==> config.mk <==
export PLATFORM = sky130hd
export DESIGN_NAME = multi_butterfly
export DESIGN_NICKNAME = d
export VERILOG_FILES = /design/src/butterfly_pkg.sv /design/src/complex_multiplier.sv /design/src/lane_counter.sv /design/src/butterfly_controller.sv /design/src/lane_bank.sv /design/src/butterfly_datapath.sv /design/src/multi_butterfly.sv
export SDC_FILE = /design/constraint.sdc
export NUM_CORES = 2
export LEC_CHECK = 0
export ABC_AREA = 0
export BUFFER_PORTS_ARGS = -buffer_cell sky130_fd_sc_hd__buf_2
export CAP_MARGIN = 25
export CORE_MARGIN = 4
export CORE_UTILIZATION = 40
export DETAILED_ROUTE_END_ITERATION = 10
export PLACE_DENSITY = 0.68
export SLEW_MARGIN = 0
export SYNTH_ARGS = -nofsm -noshare
export SYNTH_HDL_FRONTEND = slang
export SYNTH_SLANG_ARGS = --single-unit
==> constraint.sdc <==
create_clock -name clk -period 15.3 [get_ports clk]
set_input_delay 2.295 -clock clk [delete_from_list [all_inputs] [get_ports clk]]
set_output_delay 2.295 -clock clk [all_outputs]
set_load 0.03 [all_outputs]
==> src/butterfly_pkg.sv <==
`default_nettype none

package butterfly_pkg;

  // ======================================================================
  // sizes
  // ======================================================================

  // sample width and fixed-point position
  localparam int DATA_W = 16;
  localparam int FRAC_W = 8;

  // butterflies carried by one transaction
  localparam int NUM_LANES = 4;
  localparam int LANE_W = $clog2(NUM_LANES);
  localparam int LAST_LANE = NUM_LANES - 1;

  // one extra bit for a sum of two samples
  localparam int SUM_W = DATA_W + 1;
  // full product of a sample and a sum, plus headroom for k1 - k3
  localparam int PROD_W = 2 * DATA_W + 2;

  // ======================================================================
  // types
  // ======================================================================

  // signed two's complement fixed point
  typedef logic signed [DATA_W-1:0] sample_t;

  typedef logic [LANE_W-1:0] lane_idx_t;

  // one butterfly worth of inputs
  typedef struct packed {
    sample_t ar;
    sample_t ac;
    sample_t br;
    sample_t bc;
    sample_t wr;
    sample_t wc;
  } operand_t;

  // c = a + w*b, d = a - w*b
  typedef struct packed {
    sample_t cr;
    sample_t cc;
    sample_t dr;
    sample_t dc;
  } result_t;

  // controller states
  typedef enum logic [1:0] {
    ST_IDLE = 2'd0,
    ST_COMP = 2'd1,
    ST_DONE = 2'd2
  } ctrl_state_t;

endpackage

`default_nettype wire

==> src/complex_multiplier.sv <==
`default_nettype none

// three-multiplier complex product, purely combinational
// p = x * y with x = xr + j*xi and y = yr + j*yi
module complex_multiplier (
  input  butterfly_pkg::sample_t xr,
  input  butterfly_pkg::sample_t xi,
  input  butterfly_pkg::sample_t yr,
  input  butterfly_pkg::sample_t yi,
  output butterfly_pkg::sample_t pr,
  output butterfly_pkg::sample_t pi
);

  // pre-adders, one bit wider than a sample
  logic signed [butterfly_pkg::SUM_W-1:0] sum_x;
  logic signed [butterfly_pkg::SUM_W-1:0] dif_y;
  logic signed [butterfly_pkg::SUM_W-1:0] sum_y;

  // the three partial products
  logic signed [butterfly_pkg::PROD_W-1:0] k1;
  logic signed [butterfly_pkg::PROD_W-1:0] k2;
  logic signed [butterfly_pkg::PROD_W-1:0] k3;

  // full precision real and imaginary parts
  logic signed [butterfly_pkg::PROD_W-1:0] re_full;
  logic signed [butterfly_pkg::PROD_W-1:0] im_full;

  // rescaled back to the sample grid
  logic signed [butterfly_pkg::PROD_W-1:0] re_shift;
  logic signed [butterfly_pkg::PROD_W-1:0] im_shift;

  // all operands signed so every term sign-extends to its target width
  assign sum_x = xr + xi;
  assign dif_y = yi - yr;
  assign sum_y = yr + yi;

  // k1 = yr*(xr+xi)
  assign k1 = yr * sum_x;
  // k2 = xr*(yi-yr)
  assign k2 = xr * dif_y;
  // k3 = xi*(yr+yi)
  assign k3 = xi * sum_y;

  // re = xr*yr - xi*yi, im = xr*yi + xi*yr
  assign re_full = k1 - k3;
  assign im_full = k1 + k2;

  // arithmetic shift truncates toward minus infinity
  assign re_shift = re_full >>> butterfly_pkg::FRAC_W;
  assign im_shift = im_full >>> butterfly_pkg::FRAC_W;

  // keep the low sample bits, upper bits simply wrap away
  assign pr = re_shift[butterfly_pkg::DATA_W-1:0];
  assign pi = im_shift[butterfly_pkg::DATA_W-1:0];

endmodule

`default_nettype wire

==> src/lane_counter.sv <==
`default_nettype none

// index of the lane currently in the shared multiplier
module lane_counter (
  input  logic                     clk,
  input  logic                     reset,
  input  logic                     clear,
  input  logic                     advance,
  output butterfly_pkg::lane_idx_t lane_idx,
  output logic                     lane_last
);

  // the only place the index is compared against the final lane
  assign lane_last = (lane_idx == butterfly_pkg::lane_idx_t'(butterfly_pkg::LAST_LANE));

  always_ff @(posedge clk) begin
    if (reset) begin
      lane_idx <= '0;
    end else if (clear) begin
      lane_idx <= '0;
    end else if (advance) begin
      // wrap explicitly, lane count need not be a power of two
      if (lane_last) begin
        lane_idx <= '0;
      end else begin
        lane_idx <= lane_idx + 1'b1;
      end
    end
  end

endmodule

`default_nettype wire

==> src/butterfly_controller.sv <==
`default_nettype none

// idle / compute / done sequencing around the shared multiplier
module butterfly_controller (
  input  logic clk,
  input  logic reset,
  input  logic recv_val,
  input  logic send_rdy,
  input  logic lane_last,
  output logic recv_rdy,
  output logic send_val,
  output logic accept,
  output logic lane_advance
);

  butterfly_pkg::ctrl_state_t state;
  butterfly_pkg::ctrl_state_t state_next;

  // ======================================================================
  // state register
  // ======================================================================

  always_ff @(posedge clk) begin
    if (reset) begin
      state <= butterfly_pkg::ST_IDLE;
    end else begin
      state <= state_next;
    end
  end

  // ======================================================================
  // next state
  // ======================================================================

  always_comb begin
    state_next = state;
    case (state)
      butterfly_pkg::ST_IDLE: begin
        // operands latched on this edge
        if (recv_val) begin
          state_next = butterfly_pkg::ST_COMP;
        end
      end
      butterfly_pkg::ST_COMP: begin
        // last lane is written on the edge that leaves this state
        if (lane_last) begin
          state_next = butterfly_pkg::ST_DONE;
        end
      end
      butterfly_pkg::ST_DONE: begin
        // hold results until the sink takes them
        if (send_rdy) begin
          state_next = butterfly_pkg::ST_IDLE;
        end
      end
      default: begin
        state_next = butterfly_pkg::ST_IDLE;
      end
    endcase
  end

  // ======================================================================
  // outputs
  // ======================================================================

  // one transaction in flight, so only idle may take new input
  assign recv_rdy = (state == butterfly_pkg::ST_IDLE);
  assign send_val = (state == butterfly_pkg::ST_DONE);

  // load pulse for the operand bank and counter clear
  assign accept = recv_val && recv_rdy;

  // one lane per cycle while computing
  assign lane_advance = (state == butterfly_pkg::ST_COMP);

endmodule

`default_nettype wire

==> src/lane_bank.sv <==
`default_nettype none

// one register per lane with its own write enable
// payload type is set per instance
module lane_bank #(
  parameter type entry_t = butterfly_pkg::operand_t
) (
  input  logic   clk,
  input  logic   reset,
  input  logic   entry_we  [butterfly_pkg::NUM_LANES],
  input  entry_t entry_in  [butterfly_pkg::NUM_LANES],
  output entry_t entry_out [butterfly_pkg::NUM_LANES]
);

  // storage
  entry_t entry_q [butterfly_pkg::NUM_LANES];

  // ======================================================================
  // per-entry registers
  // ======================================================================

  for (genvar i = 0; i < butterfly_pkg::NUM_LANES; i++) begin : g_entry

    always_ff @(posedge clk) begin
      if (reset) begin
        // bank reads as zero straight after reset
        entry_q[i] <= '0;
      end else if (entry_we[i]) begin
        entry_q[i] <= entry_in[i];
      end
    end

    // registered view, no bypass from the write port
    assign entry_out[i] = entry_q[i];

  end

endmodule

`default_nettype wire

==> src/butterfly_datapath.sv <==
`default_nettype none

// one butterfly per cycle for the selected lane
module butterfly_datapath (
  input  butterfly_pkg::lane_idx_t lane_idx,
  input  butterfly_pkg::operand_t  operands [butterfly_pkg::NUM_LANES],
  output butterfly_pkg::result_t   result
);

  // current lane operands
  butterfly_pkg::operand_t sel;

  // w*b
  butterfly_pkg::sample_t prod_r;
  butterfly_pkg::sample_t prod_i;

  // ======================================================================
  // lane select
  // ======================================================================

  assign sel = operands[lane_idx];

  // ======================================================================
  // twiddle multiply
  // ======================================================================

  // x is the b operand, y is the twiddle
  complex_multiplier mult0 (
    .xr(sel.br),
    .xi(sel.bc),
    .yr(sel.wr),
    .yi(sel.wc),
    .pr(prod_r),
    .pi(prod_i)
  );

  // ======================================================================
  // sum and difference
  // ======================================================================

  // all sample wide, so overflow wraps mod 2^DATA_W
  always_comb begin
    result.cr = sel.ar + prod_r;
    result.cc = sel.ac + prod_i;
    result.dr = sel.ar - prod_r;
    result.dc = sel.ac - prod_i;
  end

endmodule

`default_nettype wire

==> src/multi_butterfly.sv <==
`default_nettype none

// buffered multi-lane radix-2 butterfly
// lanes are computed one per cycle through a single multiplier
module multi_butterfly (
  input  logic                   clk,
  input  logic                   reset,
  input  logic                   recv_val,
  output logic                   recv_rdy,
  output logic                   send_val,
  input  logic                   send_rdy,

  input  butterfly_pkg::sample_t ar [butterfly_pkg::NUM_LANES],
  input  butterfly_pkg::sample_t ac [butterfly_pkg::NUM_LANES],
  input  butterfly_pkg::sample_t br [butterfly_pkg::NUM_LANES],
  input  butterfly_pkg::sample_t bc [butterfly_pkg::NUM_LANES],
  input  butterfly_pkg::sample_t wr [butterfly_pkg::NUM_LANES],
  input  butterfly_pkg::sample_t wc [butterfly_pkg::NUM_LANES],

  output butterfly_pkg::sample_t cr [butterfly_pkg::NUM_LANES],
  output butterfly_pkg::sample_t cc [butterfly_pkg::NUM_LANES],
  output butterfly_pkg::sample_t dr [butterfly_pkg::NUM_LANES],
  output butterfly_pkg::sample_t dc [butterfly_pkg::NUM_LANES]
);

  // control
  logic                     accept;
  logic                     lane_advance;
  logic                     lane_last;
  butterfly_pkg::lane_idx_t lane_idx;

  // operand storage
  logic                    operand_we  [butterfly_pkg::NUM_LANES];
  butterfly_pkg::operand_t operand_in  [butterfly_pkg::NUM_LANES];
  butterfly_pkg::operand_t operand_out [butterfly_pkg::NUM_LANES];

  // result storage
  butterfly_pkg::result_t lane_result;
  logic                   result_we  [butterfly_pkg::NUM_LANES];
  butterfly_pkg::result_t result_in  [butterfly_pkg::NUM_LANES];
  butterfly_pkg::result_t result_out [butterfly_pkg::NUM_LANES];

  // ======================================================================
  // sequencing
  // ======================================================================

  butterfly_controller ctrl0 (
    .clk(clk),
    .reset(reset),
    .recv_val(recv_val),
    .send_rdy(send_rdy),
    .lane_last(lane_last),
    .recv_rdy(recv_rdy),
    .send_val(send_val),
    .accept(accept),
    .lane_advance(lane_advance)
  );

  // cleared on accept so lane 0 is first in compute
  lane_counter cnt0 (
    .clk(clk),
    .reset(reset),
    .clear(accept),
    .advance(lane_advance),
    .lane_idx(lane_idx),
    .lane_last(lane_last)
  );

  // ======================================================================
  // per-lane packing, write decode and unpacking
  // ======================================================================

  for (genvar i = 0; i < butterfly_pkg::NUM_LANES; i++) begin : g_lane
    // whole transaction captured at once
    assign operand_we[i] = accept;
    assign operand_in[i] = '{ar: ar[i], ac: ac[i], br: br[i],
                             bc: bc[i], wr: wr[i], wc: wc[i]};

    // one-hot on the lane being computed
    assign result_we[i] = lane_advance &&
                          (lane_idx == butterfly_pkg::lane_idx_t'(i));
    // every entry sees the same result, enables pick the target
    assign result_in[i] = lane_result;

    // results held steady through done
    assign cr[i] = result_out[i].cr;
    assign cc[i] = result_out[i].cc;
    assign dr[i] = result_out[i].dr;
    assign dc[i] = result_out[i].dc;
  end

  // ======================================================================
  // storage and datapath
  // ======================================================================

  lane_bank #(.entry_t(butterfly_pkg::operand_t)) operand_bank (
    .clk(clk),
    .reset(reset),
    .entry_we(operand_we),
    .entry_in(operand_in),
    .entry_out(operand_out)
  );

  butterfly_datapath dp0 (
    .lane_idx(lane_idx),
    .operands(operand_out),
    .result(lane_result)
  );

  lane_bank #(.entry_t(butterfly_pkg::result_t)) result_bank (
    .clk(clk),
    .reset(reset),
    .entry_we(result_we),
    .entry_in(result_in),
    .entry_out(result_out)
  );

endmodule

`default_nettype wire

After elaboration in Yosys (flattened, before gate mapping):

Memory sizes are Yosys's and may differ from the RTL's.
Index checks and enable logic that the tools add are counted.

* multiply operators: 3
* mux-type cells: 33
* bitwise logic cells: 9
* reduce and logical (&&, ||, !) cells: 9
* equality and inequality tests: 8
* $add $sub $neg: 10
* $lt $le $gt $ge: 1

Operator list (number)
* $mux 96: 6
* $mux 64: 4
* $bmux 96 s2: 1
* $mul 16x17->24: 3
* $add 16x16->17: 2
* $add 16x16->16: 2
* $sub 16x16->16: 2
* $add 24x24->24: 1
* $sub 24x24->24: 1
* $mux 1: 17
* $sub 16x16->17: 1
* $mux 2: 4
* $or 1x1->1: 8
* $eq 2x2->1 const B: 3
* $pmux 2 s3: 1
* $logic_and 1x1->1: 5
* $eq 2x1->1 const B: 2
* $logic_not 2->1: 2
* $ne 2x1->1 const B: 2
* $ge 3x3->1 const B: 1
* $not 2->3: 1
* $reduce_and 3->1: 1
* $add 2x1->2 const B: 1
* $ne 2x2->1 const B: 1
* $reduce_or 2->1: 1

* flip-flop bits (word level): 4
* memories kept: 2
* word-level logic and storage cells: 77
* memory bits (writable): 640
* input port bits: 388

Memories
* operand_bank.entry_q: depth 4, width 96, read ports 4, clocked after Yosys merged registers in 0, write ports 4, RTL line lane_bank.sv:16 `entry_t entry_q [butterfly_pkg::NUM_LANES];`
* result_bank.entry_q: depth 4, width 64, read ports 4, clocked after Yosys merged registers in 0, write ports 4, RTL line lane_bank.sv:16

Depth between registers and ports, before layout:

* depth after elaboration: 9
* depth in mapped cells: 68
* gate-level depth less buffers: 62

Cells and area by module:

From an unflattened synthesis, not the netlist that was laid out.

* cells, all modules: 4935
* area, all modules: 57649.0 µm²

Modules (own cells, without submodules)
* complex_multiplier: instances 1, area an instance 26222.6 µm², seq. area each 0.0 µm², cells an instance 2937
* lane_bank (operand_bank): instances 1, area an instance 15583.7 µm², seq. area each 11531.1 µm², cells an instance 855
* lane_bank (result_bank): instances 1, area an instance 10342.4 µm², seq. area each 7687.4 µm², cells an instance 572
* butterfly_datapath: instances 1, area an instance 5263.8 µm², seq. area each 0.0 µm², cells an instance 547
* butterfly_controller: instances 1, area an instance 103.8 µm², seq. area each 40.0 µm², cells an instance 12
* lane_counter: instances 1, area an instance 95.1 µm², seq. area each 40.0 µm², cells an instance 8
* multi_butterfly: instances 1, area an instance 37.5 µm², seq. area each 0.0 µm², cells an instance 4

Worst setup path before layout:

Ideal clock, no wire load.

* path type: flip-flop to flip-flop
* start: register cnt0.lane_idx[1]
* end: memory result_bank.entry_q[0][63] in the netlist's numbering, data pin
* arrival: 14.366 ns
* stages on the path, launching flop included: 60
* path slack: 0.669 ns
* clock period less this slack: 14.631 ns
* required time: 15.034 ns
* path through: dfxtp_1 > buf_2 > buf_2 > buf_4 > buf_4 > buf_2 > buf_2 > buf_1 > mux2_2 > o21ai_1 > clkbuf_1 > fa_1 > nor2b_4 > o31a_4 > o2111ai_1 > nand3b_1 > xnor2_1 > nor2_1 > [24 not listed] > fa_1 > inv_1 > ha_1 > a21o_1 > a21oi_1 > a21bo_2 > a21o_1 > a21oi_1 > o31ai_1 > xor2_1 > ha_1 > clkbuf_1 > inv_1 > o41ai_1 > a21o_1 > a21oi_1 > xor2_2 > nor2_1

RTL lines
* from (decl): RTL line lane_counter.sv:9 `output butterfly_pkg::lane_idx_t lane_idx,`
* from (signal assigned): RTL line lane_counter.sv:26 `lane_idx <= lane_idx + 1'b1;`
* to (decl): RTL line lane_bank.sv:16

==> results by group <==
Global route
  • Largest net degree at the start of global routing: 151
  • Grt met1 use: 0.305
  • Total GRT Usage: 0.231
  • Vias in the first global route: 39,800
  • Met2 Resource Use GR: 0.383
  • Antenna violations before repair: 8
  • GR met3 Demand/Resource: 0.0386
  • Gr ovfl total: 0
  • First-pass GRT wire length: 245,000 um
  • GR peak layer: met2

Detailed routing
  • Drt total wl: 161,000 um
  • Routed vias/inst: 5.13
  • DRT iter0 DRCs: 3,196
  • Routed Antenna Nets: 0
  • Routed wire per std cell: 22.1 um
  • Via count: 37,500
  • Remaining DRCs: 0
  • 1st-pass router iterations: 6

Yosys
  • Register area share after synthesis: 0.357
  • Top_reg_cell synth: edfxtp_1
  • Largest cells by area after synthesis: edfxtp_1, fa_1, ha_1
  • Asr flop ratio synth: 0
  • Post-Synth XOR/XNOR Area: 0.0434
  • Syn Std Cell Area: 53,400 um^2
  • Synth warnings: 0
  • Largest family of logic cells by synthesized area: adder cells
  • Post-synth top area share: 0.356
  • Complex-gate fraction of the synthesized area: 0.0395
  • Post-synth cell types: 87
  • Post-Synthesis Cells: 4,830
  • Number of flops mapped to enable cells by yosys: 632
  • Synth area leader: edfxtp_1
  • Post-synthesis mux area share: 0.0406
  • Syn_nets: 6,169
  • Syn avg cell area: 11.1 um^2
  • Post-synthesis adder-cell area fraction: 0.310
  • Simple-gate share of the synthesized area: 0.139
  • FF+latch count, synth: 636

Cells and area
  • Commonest non-fill, non-tap cell in the layout: inv_1
  • Final core occ: 0.465
  • Multi-input gate area: 30,700 um^2
  • Commonest non-fill, non-tap cells in the layout: inv_1, buf_2, edfxtp_1
  • Sequential cell area: 19,100 um^2
  • Nets: 6,829
  • Layout cells sized above 1: 0.183
  • Layout fillers: 12,100
  • Layout area overhead: 15.0%

Setup path
  • CP Data Required Time: 15,740 ps
  • CP top delay family: adder cells
  • Crit path capture type: register
  • CP max FO: 10
  • CP peak stage delay: 610 ps
  • Worst path bufs/invs: 9
  • Worst path arrival time: 14,870 ps
  • Crit path kind: reg -> reg
  • CP Launch Type: register
  • Slowest-stage cell, CP: fa_1
  • CP most frequent cell: fa_1

Placed design
  • RD Place Congestion: 0.967
  • Buffers added on ports: 645
  • DP HPWL: 130,000 um

Clock tree
  • Clock Path Buffers: 3
  • Cts bufs inserted: 69
  • CTS H-tree lvls: 3
  • Reg clk slew, reported paths: 70 ps
  • Root Driver: clkbuf_16
  • CTS tree: built
  • Num Clock Sinks: 636
  • Post-CTS Hold Buffers: 0
  • Worst-Skew Late Latency: 710 ps

Floorplanning
  • Die ar.: 139,000 um^2
  • Die height: 373 um
  • Row count: 133
  • I/O Pins: 646
  • Core Box Area: 132,000 um^2
  • Die Width: 373 um
  • Initial Utilization: 0.405

Timing
  • Setup Total Neg Slack: 0 ps
  • # setup viols final: 0
  • Fin. max-slew vios: 0
  • Final worst path period need: 14,430 ps
  • Worst Skew: 64.2 ps
  • Transition time of the tightest slew-check pin: 1120 ps
  • Final count of hold timing violations: 0
  • Relative slew slack: 0.249
  • Period utilisation layout: 0.943
  • RSZ-0062 raised after global routing: false
  • Max Freq: 0.0693 GHz

Worst hold path
  • HP Class: reg -> reg

Run
  • Max-cap violation count: 0

Outcome
  • Status: completed
## cell usage after synthesis, drive strengths merged, types with 3 or more instances
library cell	number
xnor3	8
o21ai	65
o31a	5
nand3	13
ha	334
o21bai	36
and2	442
mux4	70
nor2	588
a21o	31
o311ai	4
nor2b	43
nand2b	31
dfxtp	4
a21boi	4
nand2	386
and3	22
a2111oi	3
o22ai	4
a21oi	86
o211ai	4
mux2	26
clkinv	5
inv	796
xnor2	192
nor3	25
edfxtp	632
a211oi	7
clkbuf	129
buf	51
a31oi	16
nand4	3
nor3b	4
o41ai	4
mux2i	30
o21ba	3
fa	617
xor2	38
or3	8
o21a	22
or2	4
nor4	3
## what timing repair did
action	in CTS	in global routing
buffers inserted	0	8
gates resized for setup	0	5
endpoints found under the setup margin	0	32
## metal layers
layer,up-vias,wire length [um]
li1,16700,-
met1,18800,65300
met2,1715,76100
met3,331,12700
met4,2,7280
met5,-,11
## worst paths after layout
check | from | endpoint | slack (ps) | cells past startpoint
setup / recovery | cnt0.lane_idx[1] | result_bank.entry_q[3][47] | 870 | 48
hold / removal | ctrl0.state[1] | ctrl0.state[0] | 500 | 1
setup reg to reg | cnt0.lane_idx[1] | result_bank.entry_q[3][47] | 870 | 48
hold reg to reg | ctrl0.state[1] | ctrl0.state[0] | 500 | 1
## cell families (layout without fill, tap and decap cells)
family | count (synthesis) | count (layout)
AND/OR/NAND/NOR | 1579 | 1579
buffers and inverters | 981 | 1695
adder cells (fa/ha/maj) | 951 | 951
flip-flops | 636 | 636
AO/OA/AOI/OAI | 317 | 317
XOR/XNOR | 240 | 240
multiplexers | 126 | 126
other | 0 | 8
## metrics by stage
stage	hold WS, ps	worst slack [ps]	std cells	area [um^2]
6_report	504	869	7307	61400
5_1_grt	537	125	7303	61400
4_1_cts	502	648	7288	61200
3_5_place_dp	491	656	7163	59000
3_3_place_gp	480	929	7160	59000
2_1_floorplan	454	669	4830	53400
## layout make-up
class | count | area share
repair buffers | 769 | 0.0690
inverters | 801 | 0.0490
clock inverters | 43 | 0.00673
well taps | 1755 | 0.0358
flip-flops and latches | 636 | 0.311
diodes | 8 | 0.000326
clock buffers | 82 | 0.0289
multi-input cells | 3213 | 0.500
## sequential cells by signal, indices dropped and copies added (netlist names)
register	flops
operand_bank.entry_q	384
result_bank.entry_q	248
cnt0.lane_idx	2
ctrl0.state	2
## worst register-to-register path: cells and delay by family, from the launching register on
family / cells / cell delay [ps]
buffers and inverters: 9 / 1000
multiplexers: 1 / 400
AND/OR/NAND/NOR: 4 / 470
adder cells (fa/ha/maj): 13 / 6310
flip-flops: 1 / 430
XOR/XNOR: 12 / 3310
AO/OA/AOI/OAI: 9 / 2290
Power is not shown: default switching activity piles up to over one toggle a cycle in this logic, so the estimate is an artifact.
